File: src/common/wb_pkg.sv
// Wishbone bus widths, debug region decode constants and debug register indices
// Byte-lane merge helper shared by the register banks
package wb_pkg;

    // Bus widths
    localparam int unsigned WB_DW = 32;
    localparam int unsigned WB_AW = 32;
    localparam int unsigned WB_SW = 4;

    // Address bits compared against the debug tag
    localparam int unsigned DEBUG_TAG_HI = 19;
    localparam int unsigned DEBUG_TAG_LO = 3;
    // Top two words of the user area, all ones over the tag field
    localparam logic [DEBUG_TAG_HI-DEBUG_TAG_LO:0] DEBUG_TAG = '1;

    // Word offset inside a region
    localparam int unsigned WORD_ADR_HI = 3;
    localparam int unsigned WORD_ADR_LO = 2;

    // Debug register indices, picked by address bit 2
    localparam int unsigned DEBUG_REG_0 = 0;
    localparam int unsigned DEBUG_REG_1 = 1;

    // Replace only the byte lanes flagged in sel
    function automatic logic [WB_DW-1:0] wb_byte_merge(
        input logic [WB_DW-1:0] old_word,
        input logic [WB_DW-1:0] new_word,
        input logic [WB_SW-1:0] sel
    );
        logic [WB_DW-1:0] merged;
        merged = old_word;
        for (int b = 0; b < WB_SW; b++) begin
            if (sel[b]) begin
                merged[8*b +: 8] = new_word[8*b +: 8];
            end
        end
        return merged;
    endfunction

endpackage

File: src/common/timer_pkg.sv
// Interval timer register offsets, control bit positions and mode enum
package timer_pkg;

    // Word offsets, taken from address bits 3:2
    localparam logic [1:0] TMR_CTRL   = 2'd0;
    localparam logic [1:0] TMR_LOAD   = 2'd1;
    localparam logic [1:0] TMR_COUNT  = 2'd2;
    localparam logic [1:0] TMR_STATUS = 2'd3;

    // CTRL register bits
    localparam int unsigned CTRL_EN_BIT     = 0;
    localparam int unsigned CTRL_MODE_BIT   = 1;
    localparam int unsigned CTRL_IRQ_EN_BIT = 2;
    // Implemented CTRL width, upper bits read as zero
    localparam int unsigned CTRL_W = CTRL_IRQ_EN_BIT + 1;

    // Counter behaviour on reaching zero
    typedef enum logic {
        MODE_ONESHOT  = 1'b0,
        MODE_PERIODIC = 1'b1
    } timer_mode_e;

endpackage

File: src/common/reg_bus_if.sv
// Single-cycle register access bus between a slave FSM and a register bank
interface reg_bus_if import wb_pkg::*; ();

    // One-cycle access strobe
    logic             req;
    logic             we;
    logic [WB_SW-1:0] sel;
    // Word index inside the region
    logic [1:0]       word_adr;
    logic [WB_DW-1:0] wdata;
    // Registered by the bank on a read, held until the next req
    logic [WB_DW-1:0] rdata;

    modport master (
        output req,
        output we,
        output sel,
        output word_adr,
        output wdata,
        input  rdata
    );

    modport slave (
        input  req,
        input  we,
        input  sel,
        input  word_adr,
        input  wdata,
        output rdata
    );

endinterface

File: src/source/wb_decode.sv
// Region decode of the Wishbone cycle and response mux of ack and read data
module wb_decode import wb_pkg::*; (
    input  logic             wbs_cyc_i,
    input  logic [WB_AW-1:0] wbs_adr_i,
    input  logic             ack_user_i,
    input  logic             ack_debug_i,
    input  logic [WB_DW-1:0] dat_user_i,
    input  logic [WB_DW-1:0] dat_debug_i,
    output logic             cyc_user_o,
    output logic             cyc_debug_o,
    output logic             wbs_ack_o,
    output logic [WB_DW-1:0] wbs_dat_o
);

    // Single tag compare shared by cyc gating and response select
    logic hit_debug;

    assign hit_debug = (wbs_adr_i[DEBUG_TAG_HI:DEBUG_TAG_LO] == DEBUG_TAG);

    // Only the addressed region sees the cycle
    assign cyc_user_o  = wbs_cyc_i & ~hit_debug;
    assign cyc_debug_o = wbs_cyc_i & hit_debug;

    // Response comes from the same region that got cyc
    assign wbs_ack_o = hit_debug ? ack_debug_i : ack_user_i;
    assign wbs_dat_o = hit_debug ? dat_debug_i : dat_user_i;

endmodule

File: src/source/wb_slave_fsm.sv
// Wishbone classic slave FSM that turns one bus cycle into one register access
module wb_slave_fsm import wb_pkg::*; (
    input  logic             wb_clk_i,
    input  logic             reset_i,
    input  logic             wbs_cyc_i,
    input  logic             wbs_stb_i,
    input  logic             wbs_we_i,
    input  logic [WB_SW-1:0] wbs_sel_i,
    input  logic [WB_AW-1:0] wbs_adr_i,
    input  logic [WB_DW-1:0] wbs_dat_i,
    output logic             wbs_ack_o,
    output logic [WB_DW-1:0] wbs_dat_o,
    reg_bus_if.master        bus
);

    typedef enum logic [1:0] {
        IDLE,
        ACCESS,
        ACK,
        WAIT_END
    } state_e;

    state_e state_q;
    state_e state_d;
    logic   cyc_stb;
    logic   start;

    assign cyc_stb = wbs_cyc_i & wbs_stb_i;
    // New cycle accepted only from IDLE
    assign start   = (state_q == IDLE) & cyc_stb;

    always_comb begin
        state_d = state_q;
        unique case (state_q)
            IDLE: begin
                if (cyc_stb) begin
                    state_d = ACCESS;
                end
            end
            // Bank does its work on this edge
            ACCESS: state_d = ACK;
            ACK: state_d = WAIT_END;
            // Master must drop stb before the next access
            WAIT_END: begin
                if (!cyc_stb) begin
                    state_d = IDLE;
                end
            end
            default: state_d = IDLE;
        endcase
    end

    always_ff @(posedge wb_clk_i) begin
        if (reset_i) begin
            state_q <= IDLE;
        end else begin
            state_q <= state_d;
        end
    end

    // Latch the request fields when the cycle is accepted
    always_ff @(posedge wb_clk_i) begin
        if (start) begin
            bus.we       <= wbs_we_i;
            bus.sel      <= wbs_sel_i;
            bus.word_adr <= wbs_adr_i[WORD_ADR_HI:WORD_ADR_LO];
            bus.wdata    <= wbs_dat_i;
        end
    end

    // One-cycle strobe to the bank
    assign bus.req = (state_q == ACCESS);

    // Ack in the second cycle after stb was sampled
    assign wbs_ack_o = (state_q == ACK);
    // Read data only visible alongside ack
    assign wbs_dat_o = wbs_ack_o ? bus.rdata : '0;

endmodule

File: src/source/debug_regs.sv
// Two byte-writable debug scratch registers on the register access bus
module debug_regs import wb_pkg::*; (
    input  logic      wb_clk_i,
    input  logic      reset_i,
    reg_bus_if.slave  bus
);

    logic [WB_DW-1:0] scratch_q [2];
    // Register index from address bit 2
    logic             idx;

    assign idx = bus.word_adr[0];

    // Byte-lane writes, untouched lanes keep their value
    always_ff @(posedge wb_clk_i) begin
        if (reset_i) begin
            scratch_q[DEBUG_REG_0] <= '0;
            scratch_q[DEBUG_REG_1] <= '0;
        end else if (bus.req && bus.we) begin
            scratch_q[idx] <= wb_byte_merge(scratch_q[idx], bus.wdata, bus.sel);
        end
    end

    // Read data captured on the access edge and held until next req
    always_ff @(posedge wb_clk_i) begin
        if (bus.req && !bus.we) begin
            if (idx == DEBUG_REG_1[0]) begin
                bus.rdata <= scratch_q[DEBUG_REG_1];
            end else begin
                bus.rdata <= scratch_q[DEBUG_REG_0];
            end
        end
    end

endmodule

File: src/timer/interval_timer.sv
// Prescaled down-counter with zero match, periodic reload and one-shot stop
module interval_timer import timer_pkg::*; #(
    parameter int unsigned PRESCALE_W = 4
) (
    input  logic        wb_clk_i,
    input  logic        reset_i,
    input  logic        enable_i,
    input  timer_mode_e mode_i,
    input  logic [31:0] load_i,
    input  logic        load_now_i,
    output logic [31:0] count_o,
    output logic        match_o,
    output logic        done_o
);

    logic [PRESCALE_W-1:0] presc_q;
    logic [31:0]           count_q;
    logic                  tick;
    logic                  at_one;

    // One tick every 2**PRESCALE_W clocks while running
    assign tick   = enable_i & (presc_q == '1);
    assign at_one = (count_q == 32'd1);

    always_ff @(posedge wb_clk_i) begin
        if (reset_i || !enable_i) begin
            presc_q <= '0;
        end else begin
            presc_q <= presc_q + 1'b1;
        end
    end

    always_ff @(posedge wb_clk_i) begin
        if (reset_i) begin
            count_q <= '0;
            match_o <= 1'b0;
            done_o  <= 1'b0;
        end else begin
            if (load_now_i) begin
                count_q <= load_i;
            end else if (tick) begin
                if (count_q != '0) begin
                    count_q <= count_q - 1'b1;
                end else if (mode_i == MODE_PERIODIC) begin
                    // Tick after zero restarts the period
                    count_q <= load_i;
                end
            end
            // Pulses land with the count reaching zero
            match_o <= tick & at_one;
            done_o  <= tick & at_one & (mode_i == MODE_ONESHOT);
        end
    end

    assign count_o = count_q;

endmodule

File: src/timer/timer_regs.sv
// Timer register bank with CTRL, LOAD, COUNT and STATUS
// Owns the interval timer and drives the user interrupt
module timer_regs import wb_pkg::*; import timer_pkg::*; #(
    parameter int unsigned PRESCALE_W = 4
) (
    input  logic     wb_clk_i,
    input  logic     reset_i,
    reg_bus_if.slave bus,
    output logic     user_irq_o
);

    logic [CTRL_W-1:0] ctrl_q;
    logic [WB_DW-1:0]  load_q;
    logic              status_q;
    logic              irq_q;

    logic              wr;
    logic              wr_ctrl;
    logic              wr_load;
    logic              wr_status;
    logic [WB_DW-1:0]  ctrl_next;
    logic [WB_DW-1:0]  load_next;
    logic              load_now;
    logic [WB_DW-1:0]  load_val;
    timer_mode_e       mode;
    logic [WB_DW-1:0]  count;
    logic              match;
    logic              done;

    // Write decode
    assign wr        = bus.req & bus.we;
    assign wr_ctrl   = wr & (bus.word_adr == TMR_CTRL);
    assign wr_load   = wr & (bus.word_adr == TMR_LOAD);
    assign wr_status = wr & (bus.word_adr == TMR_STATUS);

    assign ctrl_next = wb_byte_merge({{(WB_DW-CTRL_W){1'b0}}, ctrl_q}, bus.wdata, bus.sel);
    assign load_next = wb_byte_merge(load_q, bus.wdata, bus.sel);

    // Writing LOAD while stopped also presets the counter
    assign load_now = wr_load & ~ctrl_q[CTRL_EN_BIT];
    // Counter takes the new value on the same edge as load_q
    assign load_val = load_now ? load_next : load_q;

    assign mode = timer_mode_e'(ctrl_q[CTRL_MODE_BIT]);

    always_ff @(posedge wb_clk_i) begin
        if (reset_i) begin
            ctrl_q <= '0;
            load_q <= '0;
        end else begin
            if (wr_ctrl) begin
                ctrl_q <= ctrl_next[CTRL_W-1:0];
            end else if (done) begin
                // One-shot expiry stops the timer
                ctrl_q[CTRL_EN_BIT] <= 1'b0;
            end
            if (wr_load) begin
                load_q <= load_next;
            end
        end
    end

    // Sticky match flag, write one to clear, set wins
    always_ff @(posedge wb_clk_i) begin
        if (reset_i) begin
            status_q <= 1'b0;
            irq_q    <= 1'b0;
        end else begin
            if (match) begin
                status_q <= 1'b1;
            end else if (wr_status && bus.sel[0] && bus.wdata[0]) begin
                status_q <= 1'b0;
            end
            irq_q <= status_q & ctrl_q[CTRL_IRQ_EN_BIT];
        end
    end

    assign user_irq_o = irq_q;

    always_ff @(posedge wb_clk_i) begin
        if (bus.req && !bus.we) begin
            unique case (bus.word_adr)
                TMR_CTRL:   bus.rdata <= {{(WB_DW-CTRL_W){1'b0}}, ctrl_q};
                TMR_LOAD:   bus.rdata <= load_q;
                TMR_COUNT:  bus.rdata <= count;
                TMR_STATUS: bus.rdata <= {{(WB_DW-1){1'b0}}, status_q};
                default:    bus.rdata <= '0;
            endcase
        end
    end

    interval_timer #(
        .PRESCALE_W (PRESCALE_W)
    ) u_interval_timer (
        .wb_clk_i   (wb_clk_i),
        .reset_i    (reset_i),
        .enable_i   (ctrl_q[CTRL_EN_BIT]),
        .mode_i     (mode),
        .load_i     (load_val),
        .load_now_i (load_now),
        .count_o    (count),
        .match_o    (match),
        .done_o     (done)
    );

endmodule

File: src/source/user_wrapper.sv
// Top level of the user area: address decode, two slave FSMs,
// debug scratch registers and interval timer bank
module user_wrapper import wb_pkg::*; #(
    parameter int unsigned PRESCALE_W = 4
) (
    input  logic             wb_clk_i,
    input  logic             reset_i,
    input  logic             wbs_stb_i,
    input  logic             wbs_cyc_i,
    input  logic             wbs_we_i,
    input  logic [WB_SW-1:0] wbs_sel_i,
    input  logic [WB_DW-1:0] wbs_dat_i,
    input  logic [WB_AW-1:0] wbs_adr_i,
    output logic             wbs_ack_o,
    output logic [WB_DW-1:0] wbs_dat_o,
    output logic             user_irq_o
);

    logic             cyc_user;
    logic             cyc_debug;
    logic             ack_user;
    logic             ack_debug;
    logic [WB_DW-1:0] dat_user;
    logic [WB_DW-1:0] dat_debug;

    reg_bus_if user_bus ();
    reg_bus_if debug_bus ();

    wb_decode u_decode (
        .wbs_cyc_i   (wbs_cyc_i),
        .wbs_adr_i   (wbs_adr_i),
        .ack_user_i  (ack_user),
        .ack_debug_i (ack_debug),
        .dat_user_i  (dat_user),
        .dat_debug_i (dat_debug),
        .cyc_user_o  (cyc_user),
        .cyc_debug_o (cyc_debug),
        .wbs_ack_o   (wbs_ack_o),
        .wbs_dat_o   (wbs_dat_o)
    );

    // Timer region
    wb_slave_fsm u_fsm_user (
        .wb_clk_i  (wb_clk_i),
        .reset_i   (reset_i),
        .wbs_cyc_i (cyc_user),
        .wbs_stb_i (wbs_stb_i),
        .wbs_we_i  (wbs_we_i),
        .wbs_sel_i (wbs_sel_i),
        .wbs_adr_i (wbs_adr_i),
        .wbs_dat_i (wbs_dat_i),
        .wbs_ack_o (ack_user),
        .wbs_dat_o (dat_user),
        .bus       (user_bus.master)
    );

    // Debug region, last two words of the address space
    wb_slave_fsm u_fsm_debug (
        .wb_clk_i  (wb_clk_i),
        .reset_i   (reset_i),
        .wbs_cyc_i (cyc_debug),
        .wbs_stb_i (wbs_stb_i),
        .wbs_we_i  (wbs_we_i),
        .wbs_sel_i (wbs_sel_i),
        .wbs_adr_i (wbs_adr_i),
        .wbs_dat_i (wbs_dat_i),
        .wbs_ack_o (ack_debug),
        .wbs_dat_o (dat_debug),
        .bus       (debug_bus.master)
    );

    debug_regs u_debug_regs (
        .wb_clk_i (wb_clk_i),
        .reset_i  (reset_i),
        .bus      (debug_bus.slave)
    );

    timer_regs #(
        .PRESCALE_W (PRESCALE_W)
    ) u_timer_regs (
        .wb_clk_i   (wb_clk_i),
        .reset_i    (reset_i),
        .bus        (user_bus.slave),
        .user_irq_o (user_irq_o)
    );

endmodule

File: config.mk
export PLATFORM = sky130hd
export DESIGN_NAME = user_wrapper
export DESIGN_NICKNAME = d
export VERILOG_FILES = /design/src/common/wb_pkg.sv /design/src/common/timer_pkg.sv /design/src/common/reg_bus_if.sv /design/src/source/wb_decode.sv /design/src/source/wb_slave_fsm.sv /design/src/source/debug_regs.sv /design/src/timer/interval_timer.sv /design/src/timer/timer_regs.sv /design/src/source/user_wrapper.sv
export SDC_FILE = /design/constraint.sdc
export NUM_CORES = 1
export LEC_CHECK = 0
export BUFFER_PORTS_ARGS = -buffer_cell sky130_fd_sc_hd__buf_4
export CORE_MARGIN = 2
export CORE_UTILIZATION = 45
export CTS_CLUSTER_SIZE = 30
export DETAILED_ROUTE_END_ITERATION = 10
export PLACE_DENSITY = 0.67
export SYNTH_ARGS = -nofsm -noshare
export SYNTH_HDL_FRONTEND = slang
export SYNTH_SLANG_ARGS = --single-unit
File: constraint.sdc
create_clock -name wb_clk_i -period 2.4 [get_ports wb_clk_i]
set_clock_uncertainty 0.2 [all_clocks]
set_input_delay 0.48 -clock wb_clk_i [delete_from_list [all_inputs] [get_ports wb_clk_i]]
set_output_delay 0.48 -clock wb_clk_i [all_outputs]
set_load 0.02 [all_outputs]
==> impl_metrics.tcl <==
set metrics [dict create \
    drtPass1Iterations 5 \
    clk_pin_slew_worst_paths_ps 60 \
    min_from "wbs_adr_i[3]" \
    initial_utilization 0.4590 \
    final_core_util 0.6084 \
    insertion_delay_ps 550 \
    cts_tree "done" \
    maxCapViolCount 0 \
    avgSynthCellArea_um2 12.22 \
    cts_buffers 29 \
    startpoint "u_fsm_debug.state_q[0]" \
    hp-class "in -> reg" \
    comb_power_share 0.301 \
    dieArea_mm2 0.02883 \
    fmax_mhz 389.4 \
    timing.rr.end "u_timer_regs.u_interval_timer.count_o[26]" \
    syn_nets 1096 \
    end_kind "output port" \
    via_per_inst 5.722 \
    syn2layout_area_growth_pct 32.57 \
    total_switching_power_mw 4.307 \
    slew_headroom 0.5576 \
    die_x_um 169.8 \
    die_h_um 169.8 \
    routed_wl_um 32670 \
    fin_ws_ps -168.0 \
    hold_ws_ps 30.31 \
    cts_buffer_depth 3 \
    antennaDiodeCount 0 \
    yosys_warnings 0 \
    path_max_fanout 8 \
    path_class "reg -> out" \
    grt_pass1_vias 8992 \
    p_seq_frac 0.394 \
    synth_top_cell_by_area "edfxtp_1" \
    synth.top_cell.area_share 0.4977 \
    stdcell_area_mm2 0.01640 \
    ff2ff_path_depth 7 \
    portBuffers 92 \
    layout-drive-gt1-share 0.3149 \
    yosysSeqAreaShare 0.6255 \
    synth_edf_count 205 \
    hold_viol_final 0 \
    irDropWorstVdd_mv 0.7109 \
    drtAntennaViolNets 0 \
    power_density_mw_per_mm2 906.7 \
    synth_seq_cells 284 \
    rsz0062_at_grt "yes" \
    worstPathRequired_ps 1720 \
    drc 0 \
    ioPinCount 107 \
    place_ws_ps -156.7 \
    timing.rr.start "u_timer_regs.u_interval_timer.count_o[28]" \
    cts_sinks 284 \
    synth_cells 1012 \
    finalCritPeriodShare 1.070 \
    place_congestion 0.9116 \
    synth_cell_types 74 \
    intPower_mw 10.56 \
    syn-cell-area_mm2 0.01237 \
    rows 60 \
    grt.overflow.total 0 \
    drt_iter0_markers 732 \
    finalPower_mw 14.87 \
    r2r_slack_ps -90 \
    core_area_mm2 0.02695 \
    htree_num_levels 1 \
    hpwl_um 20760 \
    synth-async-reset-ratio 0 \
    num_vias 9201 \
    post_drt_wl_per_cell_um 20.32 \
    clkPwrFrac 0.305 \
    grt_start_max_net_pins 39 \
    cp-endpoint "wbs_dat_o[9]" \
    slew_viol_final 0 \
    status "complete, but fails checks" \
    dpl_cell_area_mm2 0.01420 \
    violations "setup timing" \
    cts_root_buffer "clkbuf_16" \
    grt_usage 0.2192 \
    synth.area.top_cells "edfxtp_1 (50%), dfxtp_1 (13%), a22o_1 (4.3%), and3_1 (3.7%), mux2_2 (3.4%)" \
    netSwitchingFraction 0.2897 \
    crit_path_start_kind "flop" \
    grt_pass1_wl_um 49150 \
    crit_arrival_ps 1890 \
    setup_viol 45 \
    nets 1329 \
    min_period_ps 2568 \
    tightest_slew_ps 663.5 \
    ys.flop_type "edfxtp_1" \
    cellLeakagePower_nw 6.320 \
    antenna_found_initial 0 \
]
## final cells by class
class / instances / area (um^2)
clock inverter: 10 / 127.6
inverter: 17 / 63.81
tap: 341 / 426.7
sequential: 284 / 7750
fill: 2071 / 10550
timing repair buffer: 273 / 2564
clock buffer: 43 / 828.3
multi-input combinational: 640 / 4638
## registers in the layout, summed over array words and instances, names as in the netlist, 2 cells and up
name,flops
u_debug_regs.bus.rdata,32
u_debug_regs.scratch_q,64
u_fsm_debug.bus.sel,4
u_fsm_debug.bus.wdata,32
u_fsm_debug.state_q,2
u_fsm_user.bus.sel,4
u_fsm_user.bus.wdata,32
u_fsm_user.bus.word_adr,2
u_fsm_user.state_q,2
u_timer_regs.bus.rdata,32
u_timer_regs.ctrl_q,3
u_timer_regs.load_q,32
u_timer_regs.u_interval_timer.count_o,32
u_timer_regs.u_interval_timer.presc_q,4
## per-layer routing
layer | part of all wire | track usage | up-vias
li1 | - | - | 4352
met4 | 0.020 | 0.05054 | 0
met1 | 0.44 | 0.3001 | 4511
met5 | 0 | 0 | -
met2 | 0.49 | 0.3753 | 290
met3 | 0.052 | 0.02635 | 48
## Yosys cell counts (9+ instances only)
cell type / number
a211oi_1: 12
clkbuf_1: 58
nand2_1: 75
inv_1: 17
and3_1: 74
o21ai_0: 29
nand4_1: 12
mux2_2: 37
nand3_1: 53
nor3_1: 17
a31oi_1: 9
a21oi_1: 60
nor2_1: 48
ha_1: 11
edfxtp_1: 205
a22o_1: 61
dfxtp_1: 79
mux2i_1: 24
## critical path, stage by stage, from the launching register on
cell	delay [ps]
dfxtp_2	330
inv_2	50
ha_4	150
inv_2	60
nor2_4	40
buf_12	150
clkbuf_16	190
a22o_4	240
buf_6	130
## what timing repair did
item | 4_1_cts | 5_1_grt
gates resized for setup | 61 | 68
setup buffers | 7 | 16
setup endpoints to repair | 51 | 58
gates cloned | 4 | 2
endpoints found under the hold margin | 80 | 0
pin swaps | 7 | 59
hold buffers | 39 | 0
## worst min path at each step
| stage | end | slack, ps | cells after the start |
|---|---|---|---|
| 2_1_floorplan | u_timer_regs.status_q | 210 | 2 |
| 3_3_place_gp | u_timer_regs.status_q | 230 | 2 |
| 3_5_place_dp | u_timer_regs.status_q | 230 | 2 |
| 4_1_cts | u_fsm_user.bus.word_adr[1] | 10 | 2 |
| 5_1_grt | u_fsm_user.bus.word_adr[1] | 20 | 2 |
| 6_report | u_fsm_user.bus.word_adr[1] | 30 | 2 |
## cell usage in the layout (no fill, tap or decap), drive strengths merged, types with 3 or more instances in the layout
master,n
mux2i,24
bufinv,3
o21a,3
a31oi,9
o221ai,5
and2,5
buf,232
o31ai,3
inv,18
and4,4
nor3,20
or3,7
xor2,5
nand3,53
a221oi,5
dfxtp,79
nor2,48
nand2,75
o211ai,6
xnor2,5
a22o,61
clkbuf,45
ha,11
clkinv,5
a21oi,60
and3,74
a211oi,12
mux2,37
or4,6
nand4,12
dlygate4sd3,39
or2,4
nor2b,7
o21ai,31
a21o,5
edfxtp,205
nor4,6
## per-stage QoR
step	TNS [ps]	instances
after global routing	-6426	1608
after CTS	-4416	1590
after global placement	-3387	1487
final	-4247	1608
after detailed placement	-4174	1487
after floorplan	-253.0	1012
## kinds of logic (layout without fill, tap and decap cells)
| group | count (synthesis) | in the layout | share of synthesized area |
|---|---|---|---|
| flip-flops | 284 | 284 | 0.6255 |
| buffers and inverters | 88 | 343 | 0.02822 |
| adder cells (fa/ha/maj) | 11 | 11 | 0.01113 |
| AND/OR/NAND/NOR | 332 | 332 | 0.1450 |
| XOR/XNOR | 10 | 10 | 0.007080 |
| AO/OA/AOI/OAI | 225 | 225 | 0.1282 |
| multiplexers | 62 | 62 | 0.05493 |
## power by group through the flow
stage	logic (mW)	clock network (mW)	registers [mW]
final	4.47	4.54	5.86
after global placement	3.30	0	5.93
after floorplan	1.97	0	5.86
after global routing	4.75	4.80	5.89
after detailed placement	3.37	0	5.94
after CTS	3.75	4.60	5.85
Power figures use the tool's default switching activity.
